**src/verilog/platformPkg.sv**
```systemverilog
`default_nettype none

package platformPkg;

    // --------------------
    // widths and counts
    localparam int CoordW = 10;
    localparam int PlatW = 9;
    localparam int NumPlats = 16;
    localparam int SlotW = 4;

    // placement
    localparam logic [PlatW-1:0] LfsrSeed = 9'h1AB;
    localparam logic [PlatW-1:0] XShiftLimit = 9'd400;
    localparam logic [PlatW-1:0] XOffset = 9'd100;
    localparam logic [PlatW-1:0] PlatSpacing = 9'd28;

    // half sizes of the platform box
    localparam logic [CoordW-1:0] PlatHalfY = 10'd4;
    localparam logic [CoordW-1:0] HalfEasy = 10'd32;
    localparam logic [CoordW-1:0] HalfMedium = 10'd16;
    localparam logic [CoordW-1:0] HalfHard = 10'd8;

    // --------------------
    // types
    typedef enum logic [1:0] {
        DiffEasy = 2'd0,
        DiffMedium = 2'd1,
        DiffHard = 2'd2
    } difficultyT;

    typedef enum logic [1:0] {
        GenRequest,
        GenRelease,
        GenDone
    } genStateT;

    typedef struct packed {
        logic valid;
        logic [PlatW-1:0] x;
        logic [PlatW-1:0] y;
    } platformT;

    typedef platformT [NumPlats-1:0] platArrayT;

    typedef struct packed {
        logic [7:0] red;
        logic [7:0] green;
        logic [7:0] blue;
    } rgbT;

    // colors
    localparam rgbT DoodleColor = 24'hA5A525;
    localparam rgbT PlatColor = 24'h66DD11;
    localparam rgbT BackColor = 24'hEDE2D4;

endpackage

`default_nettype wire

```
**src/verilog/platLink.sv**
```systemverilog
`timescale 1ns/1ps
`default_nettype none

// four-phase req/ack link carrying one platform slot per handshake
interface platLink
    import platformPkg::*;
();
    logic Req;
    logic Ack;
    logic [SlotW-1:0] Slot;
    logic [PlatW-1:0] PosX;

    modport producer (
        output Req,
        output Slot,
        output PosX,
        input  Ack
    );

    modport buffer (
        input  Req,
        input  Slot,
        input  PosX,
        output Ack
    );
endinterface

`default_nettype wire

```
**src/verilog/colorMapper.sv**
```systemverilog
`timescale 1ns/1ps
`default_nettype none

module colorMapper
    import platformPkg::*;
(
    input  logic Clk,
    input  logic loadplat,
    input  logic FrameTick,
    input  logic PixelValid,
    input  logic [PlatW-1:0] ScrollStep,
    input  logic [1:0] Difficulty,
    input  logic [CoordW-1:0] DrawX,
    input  logic [CoordW-1:0] DrawY,
    input  logic [CoordW-1:0] DoodleX,
    input  logic [CoordW-1:0] DoodleY,
    input  logic [CoordW-1:0] DoodleSize,
    output logic FillDone,
    output logic RgbValid,
    output logic [7:0] Red,
    output logic [7:0] Green,
    output logic [7:0] Blue
);
    platArrayT platforms;
    rgbT pixel;

    platLink link0 ();

    // --------------------
    // fill path from generator into table
    platformGenerator gen0 (
        .Clk      (Clk),
        .loadplat (loadplat),
        .Link     (link0.producer),
        .FillDone (FillDone)
    );

    platformTable table0 (
        .Clk        (Clk),
        .loadplat   (loadplat),
        .Link       (link0.buffer),
        .FrameTick  (FrameTick),
        .ScrollStep (ScrollStep),
        .Platforms  (platforms)
    );

    // --------------------
    // pixel path
    pixelRenderer render0 (
        .Clk        (Clk),
        .loadplat   (loadplat),
        .PixelValid (PixelValid),
        .DrawX      (DrawX),
        .DrawY      (DrawY),
        .DoodleX    (DoodleX),
        .DoodleY    (DoodleY),
        .DoodleSize (DoodleSize),
        .Difficulty (difficultyT'(Difficulty)),
        .Platforms  (platforms),
        .RgbValid   (RgbValid),
        .Pixel      (pixel)
    );

    assign Red = pixel.red;
    assign Green = pixel.green;
    assign Blue = pixel.blue;

endmodule

`default_nettype wire

```
**src/verilog/pixelRenderer.sv**
```systemverilog
`timescale 1ns/1ps
`default_nettype none

module pixelRenderer
    import platformPkg::*;
(
    input  logic Clk,
    input  logic loadplat,
    input  logic PixelValid,
    input  logic [CoordW-1:0] DrawX,
    input  logic [CoordW-1:0] DrawY,
    input  logic [CoordW-1:0] DoodleX,
    input  logic [CoordW-1:0] DoodleY,
    input  logic [CoordW-1:0] DoodleSize,
    input  difficultyT Difficulty,
    input  platArrayT Platforms,
    output logic RgbValid,
    output rgbT Pixel
);
    logic [CoordW-1:0] halfX;
    logic doodleHit;
    logic platHit;
    rgbT color;

    // box test on absolute distance with one extra bit for the sign
    function automatic logic inBox(
        input logic [CoordW-1:0] px,
        input logic [CoordW-1:0] py,
        input logic [CoordW-1:0] cx,
        input logic [CoordW-1:0] cy,
        input logic [CoordW-1:0] hx,
        input logic [CoordW-1:0] hy
    );
        logic [CoordW:0] dx;
        logic [CoordW:0] dy;
        dx = {1'b0, px} - {1'b0, cx};
        dy = {1'b0, py} - {1'b0, cy};
        if (dx[CoordW])
            dx = -dx;
        if (dy[CoordW])
            dy = -dy;
        return (dx <= {1'b0, hx}) && (dy <= {1'b0, hy});
    endfunction

    // narrower platforms on harder settings
    always_comb
    begin
        unique case (Difficulty)
            DiffEasy:   halfX = HalfEasy;
            DiffMedium: halfX = HalfMedium;
            default:    halfX = HalfHard;
        endcase
    end

    assign doodleHit = inBox(DrawX, DrawY, DoodleX, DoodleY, DoodleSize, DoodleSize);

    always_comb
    begin
        platHit = 1'b0;
        for (int i = 0; i < NumPlats; i++)
        begin
            if (Platforms[i].valid && inBox(DrawX, DrawY, CoordW'(Platforms[i].x),
                                            CoordW'(Platforms[i].y), halfX, PlatHalfY))
                platHit = 1'b1;
        end
    end

    // doodle over platform over background
    assign color = doodleHit ? DoodleColor : (platHit ? PlatColor : BackColor);

    always_ff @(posedge Clk or posedge loadplat)
    begin
        if (loadplat)
            RgbValid <= 1'b0;
        else
            RgbValid <= PixelValid;
    end

    always_ff @(posedge Clk)
    begin
        if (PixelValid)
            Pixel <= color;
    end

    pixelKnown: assert property (@(posedge Clk) disable iff (loadplat)
        RgbValid |-> !$isunknown(Pixel));

endmodule

`default_nettype wire

```
**src/verilog/platformGenerator.sv**
```systemverilog
`timescale 1ns/1ps
`default_nettype none

module platformGenerator
    import platformPkg::*;
(
    input  logic Clk,
    input  logic loadplat,
    platLink.producer Link,
    output logic FillDone
);
    genStateT state;
    logic [PlatW-1:0] lfsr;
    logic [SlotW-1:0] slot;
    logic req;

    // small raw values get pushed away from the left edge
    assign Link.PosX = (lfsr <= XShiftLimit) ? lfsr + XOffset : lfsr;
    assign Link.Slot = slot;
    assign Link.Req = req;

    always_ff @(posedge Clk or posedge loadplat)
    begin
        if (loadplat)
        begin
            state <= GenRequest;
            lfsr <= LfsrSeed;
            slot <= '0;
            req <= 1'b0;
            FillDone <= 1'b0;
        end
        else
        begin
            unique case (state)
                GenRequest:
                begin
                    // hold req until the table answers
                    if (Link.Ack)
                    begin
                        req <= 1'b0;
                        state <= GenRelease;
                    end
                    else
                        req <= 1'b1;
                end
                GenRelease:
                begin
                    if (!Link.Ack)
                    begin
                        // one lfsr step per finished handshake
                        lfsr <= {lfsr[PlatW-2:0], lfsr[8] ^ lfsr[4]};
                        if (slot == SlotW'(NumPlats - 1))
                        begin
                            FillDone <= 1'b1;
                            state <= GenDone;
                        end
                        else
                        begin
                            slot <= slot + 1'b1;
                            req <= 1'b1;
                            state <= GenRequest;
                        end
                    end
                end
                // park here once all slots are loaded
                default: FillDone <= 1'b1;
            endcase
        end
    end

    reqHeldUntilAck: assert property (@(posedge Clk) disable iff (loadplat)
        $fell(Link.Req) |-> $past(Link.Ack && state == GenRequest));

endmodule

`default_nettype wire

```
**src/verilog/platformTable.sv**
```systemverilog
`timescale 1ns/1ps
`default_nettype none

module platformTable
    import platformPkg::*;
(
    input  logic Clk,
    input  logic loadplat,
    platLink.buffer Link,
    input  logic FrameTick,
    input  logic [PlatW-1:0] ScrollStep,
    output platArrayT Platforms
);
    logic [NumPlats-1:0] validQ;
    logic [PlatW-1:0] xQ [NumPlats];
    logic [PlatW-1:0] yQ [NumPlats];
    logic ack;
    logic writeEn;
    logic [PlatW-1:0] loadY;

    assign Link.Ack = ack;

    // the scroll owns the cycle, so a write waits out a frame tick
    assign writeEn = Link.Req && !ack && !FrameTick;

    // slot 0 sits one spacing below the top
    assign loadY = PlatSpacing * ({{(PlatW - SlotW){1'b0}}, Link.Slot} + 1'b1);

    // --------------------
    // handshake and valid bits
    always_ff @(posedge Clk or posedge loadplat)
    begin
        if (loadplat)
        begin
            ack <= 1'b0;
            validQ <= '0;
        end
        else if (writeEn)
        begin
            ack <= 1'b1;
            validQ[Link.Slot] <= 1'b1;
        end
        else if (!Link.Req && ack)
        begin
            ack <= 1'b0;
        end
    end

    // --------------------
    // positions
    always_ff @(posedge Clk)
    begin
        if (FrameTick)
        begin
            // upward scroll wrapping at 512
            for (int i = 0; i < NumPlats; i++)
            begin
                if (validQ[i])
                    yQ[i] <= yQ[i] - ScrollStep;
            end
        end
        else if (writeEn)
        begin
            xQ[Link.Slot] <= Link.PosX;
            yQ[Link.Slot] <= loadY;
        end
    end

    always_comb
    begin
        for (int i = 0; i < NumPlats; i++)
        begin
            Platforms[i].valid = validQ[i];
            Platforms[i].x = xQ[i];
            Platforms[i].y = yQ[i];
        end
    end

    ackRiseWithReq: assert property (@(posedge Clk) disable iff (loadplat)
        $rose(Link.Ack) |-> Link.Req);

    ackFallAfterReq: assert property (@(posedge Clk) disable iff (loadplat)
        $fell(Link.Ack) |-> $past(!Link.Req));

endmodule

`default_nettype wire
```
**config.mk**
```make
export PLATFORM = sky130hd
export DESIGN_NAME = colorMapper
export DESIGN_NICKNAME = d
export VERILOG_FILES = /design/src/verilog/platformPkg.sv /design/src/verilog/platLink.sv /design/src/verilog/colorMapper.sv /design/src/verilog/pixelRenderer.sv /design/src/verilog/platformGenerator.sv /design/src/verilog/platformTable.sv
export SDC_FILE = /design/constraint.sdc
export NUM_CORES = 2
export LEC_CHECK = 0
export BUFFER_PORTS_ARGS = -buffer_cell sky130_fd_sc_hd__buf_2
export CAP_MARGIN = 25
export CORE_MARGIN = 4
export CORE_UTILIZATION = 45
export DETAILED_ROUTE_END_ITERATION = 12
export PLACE_DENSITY = 0.6
export SLEW_MARGIN = 0
export SYNTH_ARGS = -nofsm -noshare
export SYNTH_HDL_FRONTEND = slang
export SYNTH_SLANG_ARGS = --single-unit
```
**constraint.sdc**
```tcl
create_clock -name Clk -period 12.1 [get_ports Clk]
set_input_delay 0.605 -clock Clk [delete_from_list [all_inputs] [get_ports Clk]]
set_output_delay 0.605 -clock Clk [all_outputs]
set_load 0.05 [all_outputs]
```
After elaboration in Yosys (flattened, before gate mapping)

Memories as Yosys holds them, arrays and structs flattened.
Index checks and enable logic that the tools add are counted.

Register bits after elaboration: 59
Bits in writable memories: 288
Input port bits: 65
Output and inout port bits: 26
Logic and storage cells: 322
Memories kept: 2

Memory list:

| memory    | words | bits a word | rd ports | clocked after memory_dff | wr ports | RTL line            | text |
|---|---|---|---|---|---|---|---|
| table0.xQ | 16    | 9           | 16       | 0                        | 1        | platformTable.sv:15 | `logic [PlatW-1:0] xQ [NumPlats];` |
| table0.yQ | 16    | 9           | 16       | 0                        | 16       | platformTable.sv:16 | `logic [PlatW-1:0] yQ [NumPlats];` |

$add $sub $neg: 87
$mul: 1
Order comparisons: 37
Equality and inequality tests: 7
Multiplexer cells: 122
Bitwise operators: 5
Reduce and logical (&&, ||, !) cells: 50

Operators by type and width:

| kind                | number |
|---|---|
| $mux 11             | 34 |
| $neg 11->11         | 34 |
| $sub 10x9->11       | 32 |
| $le 11x3->1 const B | 16 |
| $le 11x6->1         | 16 |
| $sub 9x9->9         | 16 |
| $mux 1              | 76 |
| $logic_and 1x1->1   | 37 |
| $mux 24             | 1 |
| $le 11x10->1        | 2 |
| $sub 10x10->11      | 2 |
| $mux 9              | 2 |
| $or 16x16->16       | 1 |
| $pmux 6 s2          | 1 |
| $reduce_and 3->1    | 4 |
| $add 9x7->9 const B | 1 |
| $le 9x9->1 const B  | 1 |
| $mul 3x9->7 const A | 1 |
| $reduce_or 9->1     | 1 |
| $mux 2              | 3 |
| $add 4x1->5 const B | 1 |
| $lt 4x5->1 const B  | 1 |
| $add 4x1->4 const B | 1 |
| $demux 1 s4         | 1 |
| other kinds (14)    | 24 |

Depth between registers and ports, before layout

An unclocked memory read counts as a cell.

Depth in word-level cells: 24
Gate-level depth with buffers: 29
Gate-level depth less buffers: 29

Cells and area by module

Synthesis repeated with hierarchy kept, for this count alone.

Cells, all modules: 4,878
Area, all modules: 40,905.5 µm²

Modules (own cells, without submodules):

| module            | instances | cells an instance | area an instance (µm²) | sequential area each (µm²) |
|---|---|---|---|---|
| pixelRenderer     | 1         | 3,448             | 23,646.4               | 205.2 |
| platformTable     | 1         | 1,332             | 16,231.8               | 8,753.4 |
| platformGenerator | 1         | 98                | 1,027.2                | 432.9 |

Worst setup path after synthesis

No wires, ideal clock.

Kind: input port to flip-flop
Start point: in DrawY[0]
End point: reg render0.Pixel[6] (netlist name), data pin
Library setup time: 263 ps
Arrival: 5,079 ps
Required time: 11,837 ps
Slack: 6,758 ps
Stages on the path: 28
Buffers on the path: 0
Path through: inv_1 > ha_1 > inv_1 > fa_1 > nand2_1 > nand2_1 > a21oi_1 > o21bai_1 > a21oi_1 > o21bai_1 > a21oi_1 > nor2b_1 > o21ai_0 > nor2b_1 > o21ai_0 > ha_1 > nor2b_1 > o21a_1 > o21a_1 > o21a_1 > o21a_1 > o21a_1 > o21a_1 > o211ai_1 > a21oi_1 > a31oi_1 > o311a_1 > nor2_1

Elaborated cells on any way between the ends: 118
Those cells by class: add/sub: 34; order compare: 17; mux: 34; reduce/logical: 33

RTL lines:

| what                        | RTL line            | text |
|---|---|---|
| from (decl)                 | colorMapper.sv:14   | `input logic [CoordW-1:0] DrawY,` |
| $sub 10x10->11 *            | pixelRenderer.sv:37 | `dy = {1'b0, py} - {1'b0, cy};` |
| $neg 11->11                 | pixelRenderer.sv:41 | `dy = -dy;` |
| $mux 11 *                   | pixelRenderer.sv:40 | `if (dy[CoordW])` |
| $le 11x10->1 *              | pixelRenderer.sv:42 | `return (dx <= {1'b0, hx}) && (dy <= {1'b0, hy});` |
| $logic_and 1x1->1 *         | pixelRenderer.sv:42 |  |
| named net render0.doodleHit | pixelRenderer.sv:21 | `logic doodleHit;` |
| to (signal assigned)        | pixelRenderer.sv:82 | `Pixel <= color;` |
| to (decl)                   | pixelRenderer.sv:18 | `output rgbT Pixel` |

Mark *: on every way through the listed nets, which the timed path passes. The rest lies on a longest branch.
A chain may end at the register's enable or synchronous reset.

Final worst setup path

Start point: in DrawX[1]
End point: reg render0.Pixel[2] (netlist name), data pin

Cells in the longest elaborated chain, start to end: 23
Elaborated cells on any way between the ends: 118
Those cells by class: add/sub: 34; order compare: 17; mux: 34; reduce/logical: 33

RTL lines:

| what                  | RTL line            | text |
|---|---|---|
| from (decl)           | colorMapper.sv:13   | `input logic [CoordW-1:0] DrawX,` |
| $sub 10x9->11         | pixelRenderer.sv:36 | `dx = {1'b0, px} - {1'b0, cx};` |
| $neg 11->11           | pixelRenderer.sv:39 | `dx = -dx;` |
| $mux 11               | pixelRenderer.sv:38 | `if (dx[CoordW])` |
| $le 11x6->1           | pixelRenderer.sv:42 |  |
| $logic_and 1x1->1     | pixelRenderer.sv:42 |  |
| $logic_and 1x1->1     | pixelRenderer.sv:62 | `if (Platforms[i].valid && inBox(DrawX, DrawY, CoordW'(Platforms[i].x),` |
| $mux 1 (16 in series) | pixelRenderer.sv:62 |  |
| $mux 24               | pixelRenderer.sv:69 | `assign color = doodleHit ? DoodleColor : (platHit ? PlatColor : BackColor);` |

Parallel ways exist; a longest one is shown, timed or not.

==> summary.txt <==
Status - completed
TritonCTS Buffers - 45
ANT nets after route - 0
Worst r2r path cells - 20
Arrival @ worst endpoint - 6.89 ns
CP startpoint kind - input port
Row count - 109
Leakage - 18.9 nW
Crit Path Category - input port to flip-flop
Port buffer count - 84
GRT Util Overall - 25.8%
Skew-Pair Late Insertion Delay - 0.59 ns
Vias in the first global route - 32,600
Max-slew violation count - 0
Avg WL per Cell - 20.9 µm
Most common cell in the netlist - ha_1
Die Wd - 307 µm
Vias per cell - 5.97
Rel. slew slack - 26.5%
Initial antenna violation count - 1
Hold crit path type - input port to async pin
Clock-pin slew on the worst setup and hold paths - 0.06 ns
Setup TNS - 0 ns
Unrepaired setup endpoints after global routing - no
Post-CTS Hold Buffers - 0
Avg Inst Size Synth - 8.40 µm²
Net count, final - 5,473
Clock Skews - 0.0195 ns
Drt total wl - 126,000 µm
MaxCap Viol Count - 0
Area leader, netlist - edfxtp_1
Achievable Freq - 152 MHz
RePlAce Congestion - 0.897
CP Data Required Time - 12.41 ns
CTS tree - built
Final hold slack - 0.229 ns
Maximum VDD drop - 0.328 mV
Initial core utilization - 45.4%
Most instantiated cells after synthesis - 518 x ha_1, 452 x inv_1, 306 x nor2_1
Ant. Diodes - 0
Synth Register Bits - 329
Period minus WS final - 6.58 ns
Final setup vio count - 0
CP Capture Type - flip-flop
Mapped cell area - 40,100 µm²
Post-synth EDFFs - 262
Cells after synthesis - 4,780
# IOs - 91
Worst-Margin Slew - 1.09 ns
Htree depth - 2
First-pass GRT wire length - 191,000 µm
Seq/Total Area, Yosys - 23.4%
Ys async rst share - 10.6%
Synthesis-to-layout area growth - 8.16%
Longest Clk Path Bufs - 3
CTS Sinks - 329
Pre-antenna DRT Iters - 6
Top FF cell, synth - edfxtp_1
Largest net degree at the start of global routing - 51
PD cells - 193 nW/µm²
Root Driver - clkbuf_16
Synth top area share - 19.6%
Post-CTS sizing - 0
Ys Warns - 0
Crit share post-route - 54.3%
Die area - 94,000 µm²
Drc violations - 0
Crit-path max FO - 22
Initial DRC Count - 3,605
Synth area leaders - edfxtp_1 20%, ha_1 16%, xnor2_1 5.5%
Proportion of layout cells with a drive suffix above 1 - 6.16%
Vias - 36,000
Die Y-Extent - 307 µm
Power, Total - 0.00837 W
Final Hold Vio Count - 0
Post-DP HPWL - 89,100 µm
Core region area - 88,400 µm²
Synth cell types - 100
Total grt overflow - 0
Post-CTS setup buffer count - 0
==> final timing paths <==
check	start	to	slack, ns
worst max-delay path	DrawX[1]	render0.Pixel[2]	5.52
worst min-delay path	loadplat	table0.validQ[4]	0.23
worst max register to register	table0.xQ[14][0]	render0.Pixel[2]	6.10
worst min register to register	table0.validQ[8]	table0.validQ[8]	0.49
max in group asynchronous	loadplat	table0.validQ[0]	11.36
min in group Clk	PixelValid	render0.RgbValid	0.23
==> where the power goes <==
group	internal (W)	switching [W]
clock	0.000800	0.000554
sequential	0.00163	0.000222
combinational	0.00180	0.00336
==> registers in the layout (all words and copies together) (netlist names) <==
signal,flops
render0.RgbValid,1
gen0.FillDone,1
gen0.Link.Req,1
gen0.state,2
table0.Link.Ack,1
table0.validQ,16
gen0.Link.Slot,4
table0.xQ,144
table0.yQ,144
gen0.lfsr,9
render0.Pixel,6
==> final cells by class <==
| type | instances | area, µm² |
|---|---|---|
| Clock buffer | 65 | 1290 |
| Clock inverter | 16 | 146 |
| Fill cell | 8590 | 45000 |
| Inverter | 454 | 1700 |
| Multi-Input combinational cell | 3879 | 28700 |
| Sequential cell | 329 | 9390 |
| Tap cell | 1165 | 1460 |
| Timing Repair Buffer | 128 | 758 |
==> cell families (layout without fill, tap and decap cells) <==
logic type / count (synthesis) / in the layout / share of synthesized area, %
xor gates and xnor gates: 435 / 435 / 9.53
DFF: 329 / 329 / 23.4
other: 2 / 6 / 0.0187
buffers and inverters: 576 / 663 / 5.59
adders and majority gates: 572 / 572 / 18.8
AOI/OAI and AO/OA: 1423 / 1423 / 23.8
and+or+nand+nor: 1413 / 1413 / 18.0
muxes: 30 / 30 / 0.782
==> worst max-delay path, stage by stage <==
cell	delay, ns
buf_2	0.10
buf_4	0.26
inv_1	0.17
buf_4	0.40
fa_1	0.29
nand2b_1	0.11
a21oi_1	0.09
and2_1	0.17
o21ai_0	0.24
a21oi_1	0.15
a211oi_1	0.65
o21ai_0	0.25
xnor2_1	0.18
ha_1	0.29
nor2b_1	0.13
o21a_1	0.16
o22ai_1	0.58
nand3_1	0.16
a2111o_1	0.38
nor4_1	0.92
a2111oi_2	0.16
o2111ai_1	0.30
nand2b_1	0.09
==> routing by layer <==
layer  global-route usage, %  part of all wire, %
met1                    38.1                   48
met2                    39.2                   42
met3                    4.02                  7.0
met4                    6.78                  2.9
met5                       0                    0
==> placed cells by master (no fill, tap or decap), types with 148 or more instances in the layout <==
cell type    n
a21o_1     166
xor2_1     176
nor2_1     306
nand2_1    287
o22ai_1    148
inv_1      451
o21ai_0    259
xnor2_1    250
a21oi_1    272
nand3_1    162
ha_1       518
edfxtp_1   262
==> metrics by stage <==
stage                     cells  util [%]  area (µm²)  setup WS, ns
after global placement     5953      47.5       42000          5.14
after detailed placement   5954      47.5       42000          5.14
final                      6036      49.1       43400          5.52
after global routing       6036      49.1       43400          5.15
after CTS                  6035      49.1       43400          5.71
after floorplan            4784         -       40200          6.76
Power figures use the tool's default switching activity.
